File: config.mk
export PLATFORM = sky130hd
export DESIGN_NAME = output_layer_top
export DESIGN_NICKNAME = d
export VERILOG_FILES = /design/src/source/dnn_geometry_pkg.sv /design/src/source/fixed_point_pkg.sv /design/src/source/output_layer_top.sv /design/src/source/delta_pingpong_mem.sv /design/src/source/delta_bank_ctrl.sv /design/src/source/cost_term_stage.sv /design/src/source/ideal_output_delay.sv
export SDC_FILE = /design/constraint.sdc
export NUM_CORES = 1
export LEC_CHECK = 0
export BUFFER_PORTS_ARGS = -buffer_cell sky130_fd_sc_hd__buf_2
export CELL_PAD_IN_SITES_DETAIL_PLACEMENT = 1
export CELL_PAD_IN_SITES_GLOBAL_PLACEMENT = 1
export CORE_UTILIZATION = 50
export DETAILED_ROUTE_END_ITERATION = 16
export PLACE_DENSITY = 0.77
export SYNTH_ARGS = -nofsm -noshare
export SYNTH_HDL_FRONTEND = slang
export SYNTH_SLANG_ARGS = --single-unit
File: constraint.sdc
create_clock -name clk -period 8.4 [get_ports clk]
set_input_delay 0.84 -clock clk [delete_from_list [all_inputs] [get_ports clk]]
set_output_delay 0.84 -clock clk [all_outputs]
set_load 0.1 [all_outputs]
File: src/source/dnn_geometry_pkg.sv
// Network shape constants, slot timing and index/address types for the output junction
package dnn_geometry_pkg;

	// Network shape
	localparam int NUM_NEURONS = 8; // Neurons in the output layer
	localparam int NUM_LANES   = 2; // Values per clock, z over fan-in
	localparam int NUM_LAYERS  = 3; // Layers in the whole network

	// Junction cycle timing
	localparam int ROWS_PER_BANK  = NUM_NEURONS / NUM_LANES; // Rows carried per junction cycle
	localparam int CLKS_PER_CYCLE = ROWS_PER_BANK + 2;       // Two spare slots per cycle
	localparam int ANS_DELAY      = CLKS_PER_CYCLE * (NUM_LAYERS - 1); // Earlier layers' latency

	// Derived widths
	localparam int CYCLE_IDX_W = $clog2(CLKS_PER_CYCLE);
	localparam int ROW_ADDR_W  = (ROWS_PER_BANK > 1) ? $clog2(ROWS_PER_BANK) : 1;

	typedef logic [CYCLE_IDX_W-1:0] cycle_idx_t; // Clock slot within a junction cycle
	typedef logic [ROW_ADDR_W-1:0]  row_addr_t;  // One row of a delta bank
	typedef logic [NUM_LANES-1:0]   ans_vec_t;   // Ideal output bit per lane
	typedef logic [NUM_LANES-1:0]   lane_we_t;   // Write enable per lane

	// Bank being written this junction cycle, the other one is read out
	typedef enum logic {
		BANK_0 = 1'b0,
		BANK_1 = 1'b1
	} bank_sel_e;

endpackage
File: src/source/fixed_point_pkg.sv
// Fixed-point number format constants, saturation limits and data types
package fixed_point_pkg;

	import dnn_geometry_pkg::*;

	// Q format, sign + integer + fraction
	localparam int DATA_WIDTH = 16;
	localparam int INT_BITS   = 5;
	localparam int FRAC_BITS  = DATA_WIDTH - INT_BITS - 1; // 10 fractional bits

	typedef logic signed [DATA_WIDTH-1:0] fix_t; // One signed fixed-point value

	// Per-lane bundle, lane 0 in the low bits
	typedef fix_t [NUM_LANES-1:0] fix_vec_t;

	// 1.0 in this format
	localparam fix_t FIX_ONE = fix_t'(1 << FRAC_BITS);

	// Saturation limits
	localparam fix_t FIX_MAX = {1'b0, {(DATA_WIDTH-1){1'b1}}}; // Largest positive
	localparam fix_t FIX_MIN = {1'b1, {(DATA_WIDTH-1){1'b0}}}; // Most negative

endpackage

File: src/source/output_layer_top.sv
// Output-layer junction top: ideal bit delay, cost term, bank control and ping-pong delta memory
`timescale 1ns/100ps

module output_layer_top
	import dnn_geometry_pkg::*, fixed_point_pkg::*;
(
	input  logic       clk,
	input  logic       rst_n_i,
	input  cycle_idx_t cycle_index_i, // Network-wide slot counter
	input  fix_vec_t   act_i,         // Activations from the last layer
	input  ans_vec_t   ans_i,         // Ideal bits from the first layer
	output fix_vec_t   del_o,         // Errors back to the previous layer
	output ans_vec_t   ans_o          // Ideal bits aligned with act_i
);

	fix_vec_t  cost_del; // Registered error terms
	bank_sel_e wr_bank;  // Bank written this cycle
	lane_we_t  wr_en;
	row_addr_t wr_addr;
	row_addr_t rd_addr;

	// Align ideal bits with the sample's activations
	ideal_output_delay u_ans_delay (
		.clk     (clk),
		.rst_n_i (rst_n_i),
		.ans_i   (ans_i),
		.ans_o   (ans_o)
	);

	// Activation minus ideal value, saturated
	cost_term_stage u_cost (
		.clk     (clk),
		.rst_n_i (rst_n_i),
		.act_i   (act_i),
		.ans_i   (ans_o),
		.del_o   (cost_del)
	);

	// Bank pointer and addresses from the slot counter
	delta_bank_ctrl u_bank_ctrl (
		.clk           (clk),
		.rst_n_i       (rst_n_i),
		.cycle_index_i (cycle_index_i),
		.wr_bank_o     (wr_bank),
		.wr_en_o       (wr_en),
		.wr_addr_o     (wr_addr),
		.rd_addr_o     (rd_addr)
	);

	// Errors written this cycle, read back next cycle
	delta_pingpong_mem u_delta_mem (
		.clk       (clk),
		.wr_bank_i (wr_bank),
		.wr_en_i   (wr_en),
		.wr_addr_i (wr_addr),
		.wr_data_i (cost_del),
		.rd_addr_i (rd_addr),
		.rd_data_o (del_o)
	);

endmodule

File: src/source/delta_pingpong_mem.sv
// Two-bank per-lane error storage, write to the selected bank and registered read of the other
`timescale 1ns/100ps

module delta_pingpong_mem
	import dnn_geometry_pkg::*, fixed_point_pkg::*;
(
	input  logic      clk,
	input  bank_sel_e wr_bank_i, // Bank filled this junction cycle
	input  lane_we_t  wr_en_i,   // Per-lane write enables
	input  row_addr_t wr_addr_i, // Write row
	input  fix_vec_t  wr_data_i, // Error terms from the cost stage
	input  row_addr_t rd_addr_i, // Read row in the other bank
	output fix_vec_t  rd_data_o  // Errors of the previous cycle, to the previous layer
);

	// Storage indexed as bank, lane, row
	fix_t      bank_mem [2][NUM_LANES][ROWS_PER_BANK];
	bank_sel_e rd_bank; // Bank holding last cycle's errors

	// Read always targets the bank not being written
	assign rd_bank = (wr_bank_i == BANK_0) ? BANK_1 : BANK_0;

	// Write port, one enable per lane
	always_ff @(posedge clk) begin
		for (int l = 0; l < NUM_LANES; l++) begin
			if (wr_en_i[l]) begin
				bank_mem[wr_bank_i][l][wr_addr_i] <= wr_data_i[l];
			end
		end
	end

	// Registered read port, data one clock after the address
	always_ff @(posedge clk) begin
		for (int l = 0; l < NUM_LANES; l++) begin
			rd_data_o[l] <= bank_mem[rd_bank][l][rd_addr_i];
		end
	end

endmodule

File: src/source/delta_bank_ctrl.sv
// Ping-pong bank pointer, write and read row addresses and lane write enables from the cycle index
`timescale 1ns/100ps

module delta_bank_ctrl
	import dnn_geometry_pkg::*;
(
	input  logic       clk,
	input  logic       rst_n_i,
	input  cycle_idx_t cycle_index_i, // Shared slot counter, 0 to CLKS_PER_CYCLE-1
	output bank_sel_e  wr_bank_o,     // Bank written in this junction cycle
	output lane_we_t   wr_en_o,       // Active one clock after a row slot
	output row_addr_t  wr_addr_o,     // Row of the value now at the write port
	output row_addr_t  rd_addr_o      // Row read from the other bank this slot
);

	bank_sel_e wr_bank_q; // Bank pointer, the only state machine here
	logic      row_slot;  // Current slot carries a row of activations
	logic      last_slot; // Final slot of the junction cycle
	row_addr_t slot_row;  // Slot number cut to a row address

	assign row_slot  = (cycle_index_i < cycle_idx_t'(ROWS_PER_BANK));
	assign last_slot = (cycle_index_i == cycle_idx_t'(CLKS_PER_CYCLE - 1));
	assign slot_row  = cycle_index_i[ROW_ADDR_W-1:0];

	always_ff @(posedge clk or negedge rst_n_i) begin
		if (!rst_n_i) begin
			wr_bank_q <= BANK_0; // Start writing bank 0
			wr_en_o   <= '0;
			wr_addr_o <= '0;
		end else begin
			// Swap banks on the cycle index wrap
			if (last_slot) begin
				wr_bank_q <= (wr_bank_q == BANK_0) ? BANK_1 : BANK_0;
			end

			// The error term arrives one clock after its row slot
			wr_en_o <= {NUM_LANES{row_slot}};
			if (row_slot) begin
				wr_addr_o <= slot_row; // Hold last row in the spare slots
			end
		end
	end

	assign wr_bank_o = wr_bank_q;

	// Read side follows the slot directly, the memory adds the register
	assign rd_addr_o = row_slot ? slot_row : '0;

endmodule

File: src/source/cost_term_stage.sv
// Registered per-lane cross-entropy error term, activation minus ideal value with saturation
`timescale 1ns/100ps

module cost_term_stage
	import dnn_geometry_pkg::*, fixed_point_pkg::*;
(
	input  logic     clk,
	input  logic     rst_n_i,
	input  fix_vec_t act_i, // Last-layer activations, one row
	input  ans_vec_t ans_i, // Delayed ideal bits for the same row
	output fix_vec_t del_o  // Error terms, one clock after the inputs
);

	fix_t                ideal_val [NUM_LANES]; // Ideal bit widened to 0.0 or 1.0
	logic [DATA_WIDTH:0] diff_ext  [NUM_LANES]; // One guard bit above the sign
	fix_vec_t            del_d;                 // Saturated errors before the register

	always_comb begin
		for (int l = 0; l < NUM_LANES; l++) begin
			ideal_val[l] = ans_i[l] ? FIX_ONE : '0;

			// Sign extend both operands so the guard bit catches overflow
			diff_ext[l] = {act_i[l][DATA_WIDTH-1], act_i[l]}
				- {ideal_val[l][DATA_WIDTH-1], ideal_val[l]};

			// Guard and sign disagree means the result left the range
			if (diff_ext[l][DATA_WIDTH] != diff_ext[l][DATA_WIDTH-1]) begin
				del_d[l] = diff_ext[l][DATA_WIDTH] ? FIX_MIN : FIX_MAX; // Clamp toward true sign
			end else begin
				del_d[l] = diff_ext[l][DATA_WIDTH-1:0]; // In range, drop the guard bit
			end
		end
	end

	// Output register, lines up with the bank controller's write slot
	always_ff @(posedge clk or negedge rst_n_i) begin
		if (!rst_n_i) begin
			del_o <= '0;
		end else begin
			del_o <= del_d;
		end
	end

endmodule

File: src/source/ideal_output_delay.sv
// Shift register carrying ideal output bits across the earlier layers' processing time
`timescale 1ns/100ps

module ideal_output_delay
	import dnn_geometry_pkg::*;
(
	input  logic     clk,
	input  logic     rst_n_i,
	input  ans_vec_t ans_i, // Ideal bits entered with the sample at the first layer
	output ans_vec_t ans_o  // Same bits, aligned with the last layer's activations
);

	// One stage per clock of latency in front of the output junction
	ans_vec_t ans_sr [ANS_DELAY];

	always_ff @(posedge clk or negedge rst_n_i) begin
		if (!rst_n_i) begin
			for (int i = 0; i < ANS_DELAY; i++) begin
				ans_sr[i] <= '0; // Empty line reads as all-zero ideal bits
			end
		end else begin
			ans_sr[0] <= ans_i; // Entry stage
			for (int i = 1; i < ANS_DELAY; i++) begin
				ans_sr[i] <= ans_sr[i-1]; // Advance one slot per clock
			end
		end
	end

	// Tap after ANS_DELAY registers
	assign ans_o = ans_sr[ANS_DELAY-1];

endmodule

==> results.txt <==
status - finished with violations
failing checks - design-rule violations
FF-to-FF path depth - 5
area grow syn2layout - 13.57%
Buffers on Ports - 72
worst skew pair latency - 510 ps
setup bufs post-CTS - 0
Critical Path Source - u_bank_ctrl.wr_bank_o
number of global-route vias before repair - 7823
core box area - 26210 um^2
Remaining DRCs - 5
Filler Cell Count - 2384
setup violators final - 0
nature of the critical path endpoint - flop
Reg2Reg Setup Slack - 5210 ps
Max-Cap Viols - 0
r2r endpoint - u_delta_mem.rd_data_o[0]
number of DRC markers in iteration 0 - 406
antenna-violating nets left - 0
sequential share of the synthesized area - 73.11%
share of synthesized registers carrying an async set or reset - 17.24%
commonest non-fill, non-tap cell in the layout - edfxtp_1
Worst Hold Class - reg -> reg
final wirelength - 29.58 mm
CTS sink cnt - 348
global placement routability congestion - 0.7386
Worst path depth - 5
total grt overflow - 0
crit path to - u_delta_mem.rd_data_o[0]
crit-path most repeated cell - buf_4
Period minus WS final - 3194 ps
Worst-Margin Slew - 1232 ps
layout cell share with drive strength beyond 1 - 33.26%
Post-synth EDFFs - 256
pin count of the biggest net entering global routing - 75
Slew headroom - 17.89%
CTS Buf Count - 36
Die Height - 166.0 um
Detailed Routing Iterations Pass 1 - 10
Worst VDD drop - 0.0001886 V
starting density of the core - 51.31%
syn_area_per_cell - 17.22 um^2
clk slew on worst S/H paths - 60 ps
first-pass GRT wire length - 45.14 mm
CP Buf/Inv Count - 2
synth warn - 0
RR Startpoint - u_bank_ctrl.wr_bank_o
Tot Pwr - 0.004902 W
Mapped Area - 13450 um^2
via count - 6930
Top delay family on crit path - buffers and inverters
Pwr per Cell Area - 321.0 nW/um^2
Critical Path AT - 3580 ps
width of the die - 166.0 um
io pins - 73
average wire per standard cell - 24.14 um
CTS hold repair buffers - 0
Max Clk Rate - 313.1 MHz
WP data required - 8790 ps
number of synthesized register bits - 348
crit path max fanout - 74
Antenna Cells - 0
maximum clock path buffer count - 3
endpoints failing hold - 0
hpwl dp - 16.41 mm
CTS tree - yes
critical path class - reg -> reg
synthesized instance count - 781
CP max-delay cell - buf_4
Setup TNS - 0 ps
number of core rows - 59
overall routing resource usage - 21.91%
Unique masters post-synth - 41
Tcrit/Tclk final - 38.02%
Critical Path, Cell by Cell - buf_4 -> buf_4 -> mux2_2 -> a211oi_2 -> nor3_2
Slew Viols, Final - 0
Synthesized Nets - 826
RSZ-0062 raised after global routing - false
CTS resizes - 0
Worst Skew - 12.01 ps
Leakage - 5.540 nW
Nets - 909
htree depth - 2
Worst Setup Start Kind - flop
most frequent cells in the layout - edfxtp_1, buf_2, mux2_2
via density per instance - 5.657
slowest stage delay, CP - 920 ps
CTS root buffer - clkbuf_16
initial antenna violation count - 0
die area - 27550 um^2
Main synth FF type - edfxtp_1
[cells by family after synthesis]
group,Yosys count,share of synthesized area [%]
fa+ha+maj,6,0.5583
mux,128,11.30
xor+xnor,1,0.06515
simple gates,112,4.839
flops,348,73.11
compound gates,137,7.817
buf+inv,49,2.317
[power by group]
| group | switching [W] | leakage (nW) | internal (W) |
|---|---|---|---|
| clock | 0.000624 | 0.564 | 0.000933 |
| combinational | 0.000843 | 1.68 | 0.000402 |
| sequential | 0.0000761 | 3.29 | 0.00202 |
| total | 0.00154 | 5.54 | 0.00336 |
[area by class of cell]
| class | count | area [um^2] | area share, % |
|---|---|---|---|
| multi-input cells | 384 | 3367 | 22.05 |
| flip-flops and latches | 348 | 9833 | 64.40 |
| clock inverters | 14 | 136.4 | 0.8932 |
| repair buffers | 87 | 473.0 | 3.097 |
| clock buffers | 50 | 1015 | 6.645 |
| inverters | 7 | 26.28 | 0.1721 |
| well taps | 335 | 419.2 | 2.745 |
[state kept, by name, indices dropped and copies added, names as in the netlist]
| register | count |
|---|---|
| u_ans_delay.ans_o | 2 |
| u_ans_delay.ans_sr | 22 |
| u_bank_ctrl.wr_addr_o | 2 |
| u_bank_ctrl.wr_bank_o | 1 |
| u_bank_ctrl.wr_en_o | 1 |
| u_cost.del_o | 32 |
| u_delta_mem.bank_mem | 256 |
| u_delta_mem.rd_data_o | 32 |
[per-stage QoR]
| stage | worst slack, ps | hold WS, ps | utilization, % | instance area (um^2) | instances |
|---|---|---|---|---|---|
| finish | 5206 | 343.0 | 58.27 | 15270 | 1225 |
| global route | 5068 | 352.2 | 58.27 | 15270 | 1225 |
| CTS | 5215 | 346.4 | 58.27 | 15270 | 1225 |
| detailed placement | 5091 | 335.8 | 53.87 | 14120 | 1161 |
| global placement | 5156 | 333.3 | 53.87 | 14120 | 1161 |
| floorplan | 4757 | 331.2 | - | 13450 | 781 |
[per-layer routing]
metal	GRT usage [%]	routed length, um	vias to the layer above
met5	0	0	-
met4	7.842	804	0
met3	3.241	1068	63
met2	38.65	15340	143
met1	27.55	12370	3570
li1	-	-	3154
[cells in the mapped netlist (all sizes together), types with 7 or more instances]
| master | number | area [um^2] |
|---|---|---|
| o21a | 20 | 150.1 |
| dfxtp | 32 | 640.6 |
| nor2 | 12 | 45.04 |
| a211oi | 31 | 387.9 |
| mux2i | 34 | 340.3 |
| inv | 7 | 26.28 |
| nand2 | 42 | 160.2 |
| dfrtp | 60 | 1501 |
| a21oi | 32 | 160.2 |
| mux2 | 94 | 1179 |
| o22ai | 32 | 200.2 |
| edfxtp | 256 | 7687 |
| o21ai | 7 | 35.03 |
| buf | 37 | 266.5 |
| nor3 | 35 | 285.3 |
[how the worst min path moves through the flow]
stage,slack [ps],end,from,cells past startpoint
3_3_place_gp,330,u_ans_delay.ans_sr[5],u_ans_delay.ans_sr[7],0
6_report,340,u_ans_delay.ans_sr[15],u_ans_delay.ans_sr[17],0
4_1_cts,350,u_ans_delay.ans_sr[15],u_ans_delay.ans_sr[17],0
5_1_grt,350,u_ans_delay.ans_sr[17],u_ans_delay.ans_sr[19],0
2_1_floorplan,330,u_ans_delay.ans_o[0],u_ans_delay.ans_sr[2],0
3_5_place_dp,340,u_ans_delay.ans_sr[7],u_ans_delay.ans_sr[9],0
No activity file was read; power rests on OpenSTA's default activity.
